===== src/source/ref_mem_pkg.sv =====
package ref_mem_pkg;

	// bank array geometry
	localparam int num_banks = 32;
	localparam int row_w = 7;
	localparam int shift_w = 5;

	// preload layout of 8 groups with 4 banks each
	localparam int group_banks = 4;
	localparam int num_groups = 8;
	localparam int rows_per_group = 96;
	localparam int preload_cycles = num_groups * rows_per_group;

	// search sub-area 1
	localparam int num_columns = 7;
	localparam int rows_per_pass = 24;
	localparam int pair_offset = 24;
	localparam int column_step = 8;

	// rows that are read twice for reference reuse
	localparam int stall_first = 7;
	localparam int stall_last = 19;

	typedef enum logic [1:0] {
		phase_idle,
		phase_preload,
		phase_search
	} phase_t;

endpackage


===== src/source/ref_phase_seq.sv =====
`timescale 1ns/1ps

module ref_phase_seq (
	input  logic clk,
	input  logic rst_n,
	input  logic start,
	input  logic preload_last,
	input  logic scan_last,
	input  logic rd_en,
	output logic preload_run,
	output logic scan_run,
	output logic busy
);

	ref_mem_pkg::phase_t state;
	logic drain;

	always_ff @(posedge clk or negedge rst_n) begin
		if (!rst_n) begin
			state <= ref_mem_pkg::phase_idle;
			drain <= 1'b0;
		end else begin
			case (state)
				ref_mem_pkg::phase_idle: begin
					drain <= 1'b0;
					if (start) begin
						state <= ref_mem_pkg::phase_preload;
					end
				end
				ref_mem_pkg::phase_preload: begin
					if (preload_last) begin
						state <= ref_mem_pkg::phase_search;
					end
				end
				ref_mem_pkg::phase_search: begin
					// hold search until the mapped copy of the last entry is out
					if (drain && rd_en) begin
						state <= ref_mem_pkg::phase_idle;
						drain <= 1'b0;
					end else if (scan_last) begin
						drain <= 1'b1;
					end
				end
				default: begin
					state <= ref_mem_pkg::phase_idle;
					drain <= 1'b0;
				end
			endcase
		end
	end

	// busy trails the phase by one cycle
	always_ff @(posedge clk or negedge rst_n) begin
		if (!rst_n) begin
			busy <= 1'b0;
		end else begin
			busy <= (state != ref_mem_pkg::phase_idle);
		end
	end

	assign preload_run = (state == ref_mem_pkg::phase_preload);
	assign scan_run = (state == ref_mem_pkg::phase_search);

	run_exclusive_a: assert property (
		@(posedge clk) disable iff (!rst_n)
		!(preload_run && scan_run)
	);

endmodule


===== src/source/preload_addr_gen.sv =====
`timescale 1ns/1ps

module preload_addr_gen (
	input  logic clk,
	input  logic rst_n,
	input  logic preload_run,
	output logic wr_en,
	output logic [ref_mem_pkg::num_banks-1:0] bank_sel,
	output logic [ref_mem_pkg::row_w-1:0] wr_row,
	output logic preload_last
);

	localparam logic [ref_mem_pkg::num_banks-1:0] first_mask =
		{{(ref_mem_pkg::num_banks - ref_mem_pkg::group_banks){1'b0}},
		{ref_mem_pkg::group_banks{1'b1}}};

	logic [$clog2(ref_mem_pkg::preload_cycles + 1)-1:0] wr_cnt;
	logic [ref_mem_pkg::row_w-1:0] row_cnt;
	logic [ref_mem_pkg::num_banks-1:0] mask;
	logic [ref_mem_pkg::num_groups-1:0] grp_full;

	always_ff @(posedge clk or negedge rst_n) begin
		if (!rst_n) begin
			wr_cnt <= '0;
			row_cnt <= '0;
			mask <= first_mask;
			wr_en <= 1'b0;
			bank_sel <= '0;
			wr_row <= '0;
			preload_last <= 1'b0;
		end else if (preload_run && (wr_cnt != ref_mem_pkg::preload_cycles)) begin
			wr_en <= 1'b1;
			bank_sel <= mask;
			wr_row <= row_cnt;
			preload_last <= (wr_cnt == ref_mem_pkg::preload_cycles - 1);
			wr_cnt <= wr_cnt + 1'b1;
			// next group of four banks every 96 rows
			if (row_cnt == ref_mem_pkg::rows_per_group - 1) begin
				row_cnt <= '0;
				mask <= mask << ref_mem_pkg::group_banks;
			end else begin
				row_cnt <= row_cnt + 1'b1;
			end
		end else begin
			wr_en <= 1'b0;
			bank_sel <= '0;
			wr_row <= '0;
			preload_last <= 1'b0;
			// rearm for the next run once the phase has dropped
			if (!preload_run) begin
				wr_cnt <= '0;
				row_cnt <= '0;
				mask <= first_mask;
			end
		end
	end

	always_comb begin
		for (int g = 0; g < ref_mem_pkg::num_groups; g++) begin
			grp_full[g] = &bank_sel[g*ref_mem_pkg::group_banks +: ref_mem_pkg::group_banks];
		end
	end

	group_select_a: assert property (
		@(posedge clk) disable iff (!rst_n)
		wr_en |-> ($countones(bank_sel) == ref_mem_pkg::group_banks) && $onehot(grp_full)
	);

endmodule


===== src/source/search_scan_gen.sv =====
`timescale 1ns/1ps

module search_scan_gen (
	input  logic clk,
	input  logic rst_n,
	input  logic scan_run,
	output logic scan_valid,
	output logic [ref_mem_pkg::row_w-1:0] scan_row,
	output logic [ref_mem_pkg::row_w-1:0] scan_base,
	output logic [ref_mem_pkg::shift_w-1:0] scan_shift,
	output logic scan_last
);

	logic [2:0] col_cnt;
	logic pair;
	logic [$clog2(ref_mem_pkg::rows_per_pass)-1:0] row_cnt;
	logic stall;
	logic done;

	logic in_reuse;
	logic pass_end;
	logic [ref_mem_pkg::row_w-1:0] col_offset;
	logic [ref_mem_pkg::row_w-1:0] win_base;
	logic [ref_mem_pkg::row_w-1:0] pair_add;

	assign in_reuse = (row_cnt >= ref_mem_pkg::stall_first) &&
		(row_cnt <= ref_mem_pkg::stall_last);
	assign pass_end = (row_cnt == ref_mem_pkg::rows_per_pass - 1);

	assign scan_valid = scan_run && !done;
	assign scan_last = scan_valid && pass_end && pair &&
		(col_cnt == ref_mem_pkg::num_columns);

	always_ff @(posedge clk or negedge rst_n) begin
		if (!rst_n) begin
			col_cnt <= 3'd1;
			pair <= 1'b0;
			row_cnt <= '0;
			stall <= 1'b0;
			done <= 1'b0;
		end else if (!scan_run) begin
			col_cnt <= 3'd1;
			pair <= 1'b0;
			row_cnt <= '0;
			stall <= 1'b0;
			done <= 1'b0;
		end else if (scan_valid) begin
			if (in_reuse && !stall) begin
				// repeat this row once
				stall <= 1'b1;
			end else begin
				stall <= 1'b0;
				if (pass_end) begin
					row_cnt <= '0;
					pair <= !pair;
					if (pair) begin
						col_cnt <= col_cnt + 3'd1;
					end
					if (scan_last) begin
						done <= 1'b1;
					end
				end else begin
					row_cnt <= row_cnt + 1'b1;
				end
			end
		end
	end

	// window offset in banks is (col - 1) * 8
	assign col_offset = ref_mem_pkg::row_w'((col_cnt - 3'd1) * ref_mem_pkg::column_step);
	assign scan_shift = col_offset[ref_mem_pkg::shift_w-1:0];

	// offset past the bank count moves the window down one block
	assign win_base = (col_offset >= ref_mem_pkg::num_banks) ?
		ref_mem_pkg::row_w'(ref_mem_pkg::pair_offset) : '0;
	assign pair_add = pair ? ref_mem_pkg::row_w'(ref_mem_pkg::pair_offset) : '0;

	assign scan_base = win_base + pair_add;
	assign scan_row = ref_mem_pkg::row_w'(row_cnt);

	shift_step_a: assert property (
		@(posedge clk) disable iff (!rst_n)
		scan_valid |-> (scan_shift % ref_mem_pkg::column_step) == 0
	);

endmodule


===== src/source/bank_addr_map.sv =====
`timescale 1ns/1ps

module bank_addr_map (
	input  logic clk,
	input  logic rst_n,
	input  logic scan_valid,
	input  logic [ref_mem_pkg::row_w-1:0] scan_row,
	input  logic [ref_mem_pkg::row_w-1:0] scan_base,
	input  logic [ref_mem_pkg::shift_w-1:0] scan_shift,
	output logic rd_en,
	output logic [ref_mem_pkg::num_banks*ref_mem_pkg::row_w-1:0] rd_addr_all,
	output logic [ref_mem_pkg::shift_w-1:0] shift
);

	logic [ref_mem_pkg::num_banks*ref_mem_pkg::row_w-1:0] addr_next;
	logic [ref_mem_pkg::row_w-1:0] row_lo;
	logic [ref_mem_pkg::row_w-1:0] row_hi;

	assign row_lo = scan_base + scan_row;
	assign row_hi = row_lo + ref_mem_pkg::row_w'(ref_mem_pkg::pair_offset);

	// banks left of the shift have wrapped, so they read one block lower
	always_comb begin
		for (int b = 0; b < ref_mem_pkg::num_banks; b++) begin
			if (b < scan_shift) begin
				addr_next[b*ref_mem_pkg::row_w +: ref_mem_pkg::row_w] = row_hi;
			end else begin
				addr_next[b*ref_mem_pkg::row_w +: ref_mem_pkg::row_w] = row_lo;
			end
		end
	end

	always_ff @(posedge clk or negedge rst_n) begin
		if (!rst_n) begin
			rd_en <= 1'b0;
			rd_addr_all <= '0;
			shift <= '0;
		end else begin
			rd_en <= scan_valid;
			rd_addr_all <= scan_valid ? addr_next : '0;
			shift <= scan_valid ? scan_shift : '0;
		end
	end

	for (genvar b = 0; b < ref_mem_pkg::num_banks; b++) begin : g_row_chk
		bank_row_range_a: assert property (
			@(posedge clk) disable iff (!rst_n)
			rd_en |-> rd_addr_all[b*ref_mem_pkg::row_w +: ref_mem_pkg::row_w] <
				ref_mem_pkg::rows_per_group
		);
	end

endmodule


===== src/source/ref_mem_ctrl.sv =====
`timescale 1ns/1ps

module ref_mem_ctrl (
	input  logic clk,
	input  logic rst_n,
	input  logic start,
	output logic wr_en,
	output logic [ref_mem_pkg::num_banks-1:0] bank_sel,
	output logic [ref_mem_pkg::row_w-1:0] wr_row,
	output logic rd_en,
	output logic [ref_mem_pkg::num_banks*ref_mem_pkg::row_w-1:0] rd_addr_all,
	output logic [ref_mem_pkg::shift_w-1:0] shift,
	output logic busy
);

	logic preload_run;
	logic scan_run;
	logic preload_last;
	logic scan_last;

	// scanner to address map
	logic scan_valid;
	logic [ref_mem_pkg::row_w-1:0] scan_row;
	logic [ref_mem_pkg::row_w-1:0] scan_base;
	logic [ref_mem_pkg::shift_w-1:0] scan_shift;

	ref_phase_seq seq_i (
		.clk(clk),
		.rst_n(rst_n),
		.start(start),
		.preload_last(preload_last),
		.scan_last(scan_last),
		.rd_en(rd_en),
		.preload_run(preload_run),
		.scan_run(scan_run),
		.busy(busy)
	);

	preload_addr_gen preload_i (
		.clk(clk),
		.rst_n(rst_n),
		.preload_run(preload_run),
		.wr_en(wr_en),
		.bank_sel(bank_sel),
		.wr_row(wr_row),
		.preload_last(preload_last)
	);

	search_scan_gen scan_i (
		.clk(clk),
		.rst_n(rst_n),
		.scan_run(scan_run),
		.scan_valid(scan_valid),
		.scan_row(scan_row),
		.scan_base(scan_base),
		.scan_shift(scan_shift),
		.scan_last(scan_last)
	);

	bank_addr_map map_i (
		.clk(clk),
		.rst_n(rst_n),
		.scan_valid(scan_valid),
		.scan_row(scan_row),
		.scan_base(scan_base),
		.scan_shift(scan_shift),
		.rd_en(rd_en),
		.rd_addr_all(rd_addr_all),
		.shift(shift)
	);

endmodule


===== config.mk =====
export PLATFORM = sky130hd
export DESIGN_NAME = ref_mem_ctrl
export DESIGN_NICKNAME = d
export VERILOG_FILES = /design/src/source/ref_mem_pkg.sv /design/src/source/ref_phase_seq.sv /design/src/source/preload_addr_gen.sv /design/src/source/search_scan_gen.sv /design/src/source/bank_addr_map.sv /design/src/source/ref_mem_ctrl.sv
export SDC_FILE = /design/constraint.sdc
export NUM_CORES = 1
export LEC_CHECK = 0
export ABC_AREA = 0
export ABC_CLOCK_PERIOD_IN_PS = 3550
export BUFFER_PORTS_ARGS = -buffer_cell sky130_fd_sc_hd__buf_2
export CORE_MARGIN = 4
export CORE_UTILIZATION = 46
export DETAILED_ROUTE_END_ITERATION = 8
export PLACE_DENSITY = 0.86
export RECOVER_POWER = 50
export SLEW_MARGIN = 0
export SYNTH_ARGS = -nofsm -noshare
export SYNTH_HDL_FRONTEND = slang
export SYNTH_SLANG_ARGS = --single-unit

===== constraint.sdc =====
create_clock -name clk -period 3.55 [get_ports clk]
set_clock_uncertainty 0.05 [all_clocks]
set_input_delay 0.355 -clock clk [delete_from_list [all_inputs] [get_ports clk]]
set_output_delay 0.355 -clock clk [all_outputs]
set_load 0.05 [all_outputs]

==> summary.md <==
| Metric | Value |
|---|---|
| Status | `complete, but fails checks` |
| Failing checks | `max-capacitance violations, max-slew violations` |
| Synth Cell Area | `around 5300 µm²` |
| Synth area leader | `dfrtp_1` |
| Largest family of logic cells by synthesized area | `buffers and inverters` |
| Via count | `roughly 3,600` |
| Combinational share of power | `0.214` |
| Setup crit end kind | `flip-flop` |
| Synthesized-area fraction occupied by and/or/nand/nor cells | `0.1286` |
| Clock Pin Slew Worst Setup and Hold Paths | `around 0.060 ns` |
| Critical path class | `reg -> reg` |
| Number of storage elements in the synthesis netlist | `79` |
| Asr flop ratio synth | `1.000` |
| Post-Synthesis Cells | `roughly 570` |
| Final Hold Vio Count | `0` |
| P_int | `between 1500 and 2000 µW` |
| Antenna-violating nets left | `0` |
| CORE AREA | `~11,000 µm²` |
| EDFF count, synth | `0` |
| Leak Pwr | `about 0.0027 µW` |
| Post-DR wirelength/cell | `~15 µm` |
| Share of layout cells above drive strength 1 | `0.2733` |
| CTS H-tree lvls | `3` |
| Final setup TNS | `0 ns` |
| Drt drc | `0` |
| Post-synth top cells | `buf_4, dfrtp_1, nor2_1, a21oi_1, nand2_1` |
| Final-stage net count | `622` |
| CTS Root Cell | `clkbuf_16` |
| Part of the power in the clock network | `0.376` |
| Tmin final | `3.026 ns` |
| Clock Latency Late Sink | `0.34 ns` |
| Multi-input logic area | `1416 µm²` |
| Min-Delay Path Class | `in -> reg` |
| CTS resizes | `0` |
| Number of global-route vias before repair | `~3,000` |
| Final period utilization | `0.8524` |
| Number of max-cap violations | `1` |
| Prevailing post-synth register cell | `dfrtp_1` |
| Deepest clock path buffer count | `2` |
| GPL Wtd Cong | `just over 0.8` |
| Register area share after synthesis | `0.3755` |
| GRT Util Overall | `0.1493` |
| First-pass GRT wire length | `between 15 and 20 mm` |
| Fillcell total | `~1,100` |
| Reg area | `slightly below 2000 µm²` |
| Share of the synthesized area in the top cell type | `0.3655` |
| Num ports | `between 200 and 300` |
| Mux contribution to synthesized area | `0.009494` |
| Vias per inst | `4.772` |
| Top-count cell post-synth | `buf_4` |
| P per Cell Area | `about 550 nW/µm²` |
| Flop pwr share | `0.410` |
| CP required | `roughly 3.7 ns` |
| Synth Area in Compound Gates | `0.05981` |
| Synth unique cells | `47` |
| Num CTS Buffers | `9` |
| Top cells by area, synth | `dfrtp_1, buf_4, nor2_1` |
| Initial antenna violation count | `0` |
| 1st-iter DRT viols | `220` |
| Die Footprint | `about 13,000 µm²` |
| Switching Fraction | `0.3344` |
| Synth Area in XOR/XNOR | `0.03489` |
| Max Clk Rate | `330.5 MHz` |
| Worst Tran Pin Value | `roughly 1.9 ns` |
| Crit path arrival time | `3.18 ns` |
| Total power | `2868 µW` |
| Post-DP HPWL | `8.286 mm` |
| Clock sinks | `79` |
| Peak supply drop | `about 320 µV` |
| # setup viols final | `0` |
| Starting Density | `0.4779` |
| Area grow syn2layout | `-1.519%` |
| Die extent in y | `115.1 µm` |
| Crit path launch type | `flip-flop` |
| Slew Viols, Final | `80` |
| Row cnt | `38` |
| RSZ-0062 raised after global routing | `false` |
| GR Overflow Total | `0` |
| DRT Pass-1 Iters | `6` |
| Hold_buf cts | `0` |
| Fraction of the mapped netlist area in adder cells | `0.03371` |
| Buffers on Ports | `270` |
| P_sw | `about 960 µW` |
| # diodes | `0` |
| Avg Cell Area, Syn | `between 9 and 10 µm²` |
| Largest net degree at the start of global routing | `80` |
| WL final | `11.05 mm` |
| CTS tree | `built` |
| Setup bufs post-CTS | `0` |
| Ys Warns | `0` |
| Slew HR | `-0.2501` |
| Die X | `about 120 µm` |
| Worst-path maximum fanout | `7` |
-- worst max-delay path, stage by stage, from the launching register on --
cell,delay (ns)
dfstp_2,0.57
inv_1,0.07
ha_1,0.28
a21oi_1,0.26
inv_1,0.08
fa_1,0.48
inv_1,0.04
ha_1,0.19
ha_1,0.38
o21ai_0,0.16
nor2_1,0.16
xnor2_1,0.13
nor2_1,0.05
-- area by class of cell --
class                           instances  share of cell area
Clock inverter                          6             0.02217
Inverter                               20             0.01446
Sequential cell                        79              0.3813
Clock buffer                           10             0.04604
Timing Repair Buffer                  270              0.2295
Multi-Input combinational cell        226              0.2728
Tap cell                              140             0.03374
-- final timing paths --
path / from / end / slack (ns) / cells past startpoint
setup / recovery: scan_i.col_cnt[0]$_DFFE_PN1P_ / map_i.rd_addr_all[111]$_DFF_PN0_ / 0.52 / 12
hold / removal: start / seq_i.state[0]$_DFFE_PN0P_ / 0.24 / 3
setup reg to reg: scan_i.col_cnt[0]$_DFFE_PN1P_ / map_i.rd_addr_all[111]$_DFF_PN0_ / 0.52 / 12
hold reg to reg: preload_i.mask[3]$_DFFE_PN1P_ / preload_i.mask[3]$_DFFE_PN1P_ / 0.44 / 2
max in group asynchronous: rst_n / map_i.rd_addr_all[25]$_DFF_PN0_ / 1.86 / 1
min in group asynchronous: rst_n / preload_i.row_cnt[1]$_DFFE_PN0P_ / 0.47 / 1
-- power groups by stage --
stage,logic [µW],registers [µW],clock network (µW)
floorplan,366,1320,0
global placement,619,1180,0
detailed placement,643,1190,0
CTS,644,1170,1090
global route,661,1200,1130
finish,615,1180,1080
-- stage by stage --
| stage | cell area, µm² | util | hold slack, ns | cells | setup slack, ns |
|---|---|---|---|---|---|
| 2_1_floorplan | 5279 | - | 0.009409 | 570 | 0.6618 |
| 3_3_place_gp | 5000 | 0.4533 | 0.4283 | 735 | 0.6099 |
| 3_5_place_dp | 5000 | 0.4533 | 0.4337 | 735 | 0.5359 |
| 4_1_cts | 5354 | 0.4854 | 0.1631 | 751 | 0.5339 |
| 5_1_grt | 5191 | 0.4706 | 0.2560 | 751 | 0.2114 |
| 6_report | 5191 | 0.4706 | 0.2411 | 751 | 0.5240 |
-- routing by layer --
layer / GRT usage / up-vias / wire length [µm]
met5: 0 / - / 0
met4: 0.05790 / 0 / 139
met3: 0.03526 / 11 / 887
met2: 0.2326 / 147 / 5516
met1: 0.2021 / 1735 / 4508
li1: - / 1691 / -
-- placed cells by master, fill, tap and decap left out, drive strengths merged, types with 4 or more instances in the layout --
cell type,Yosys,layout
and2,5,5
ha,11,11
o21ai,15,15
and3,16,16
xnor2,16,16
a21oi,26,26
nand3,18,18
clkbuf,9,139
nor2,43,43
dfrtp,77,77
buf,236,141
nand4,5,5
nor3,4,4
nand2,20,20
inv,19,20
mux2i,5,5
xor2,5,5
-- cells by family (layout without fill, tap and decap cells) --
group,count (synthesis),after routing
multiplexers,5,5
adder cells (fa/ha/maj),13,13
buffers and inverters,265,306
flip-flops,79,79
other,1,3
AND/OR/NAND/NOR,130,130
XOR/XNOR,21,21
AO/OA/AOI/OAI,54,54
-- flip-flops by register name, indices dropped and copies added (netlist names), 2 cells and up --
name and flops:
scan_i.col_cnt 3, map_i.shift 2, scan_i.row_cnt 5, seq_i.state 2
preload_i.row_cnt 7, preload_i.mask 8, map_i.rd_addr_all 19, preload_i.wr_cnt 10
preload_i.wr_row 7, preload_i.bank_sel 8
(Power assumes the default switching activity.)
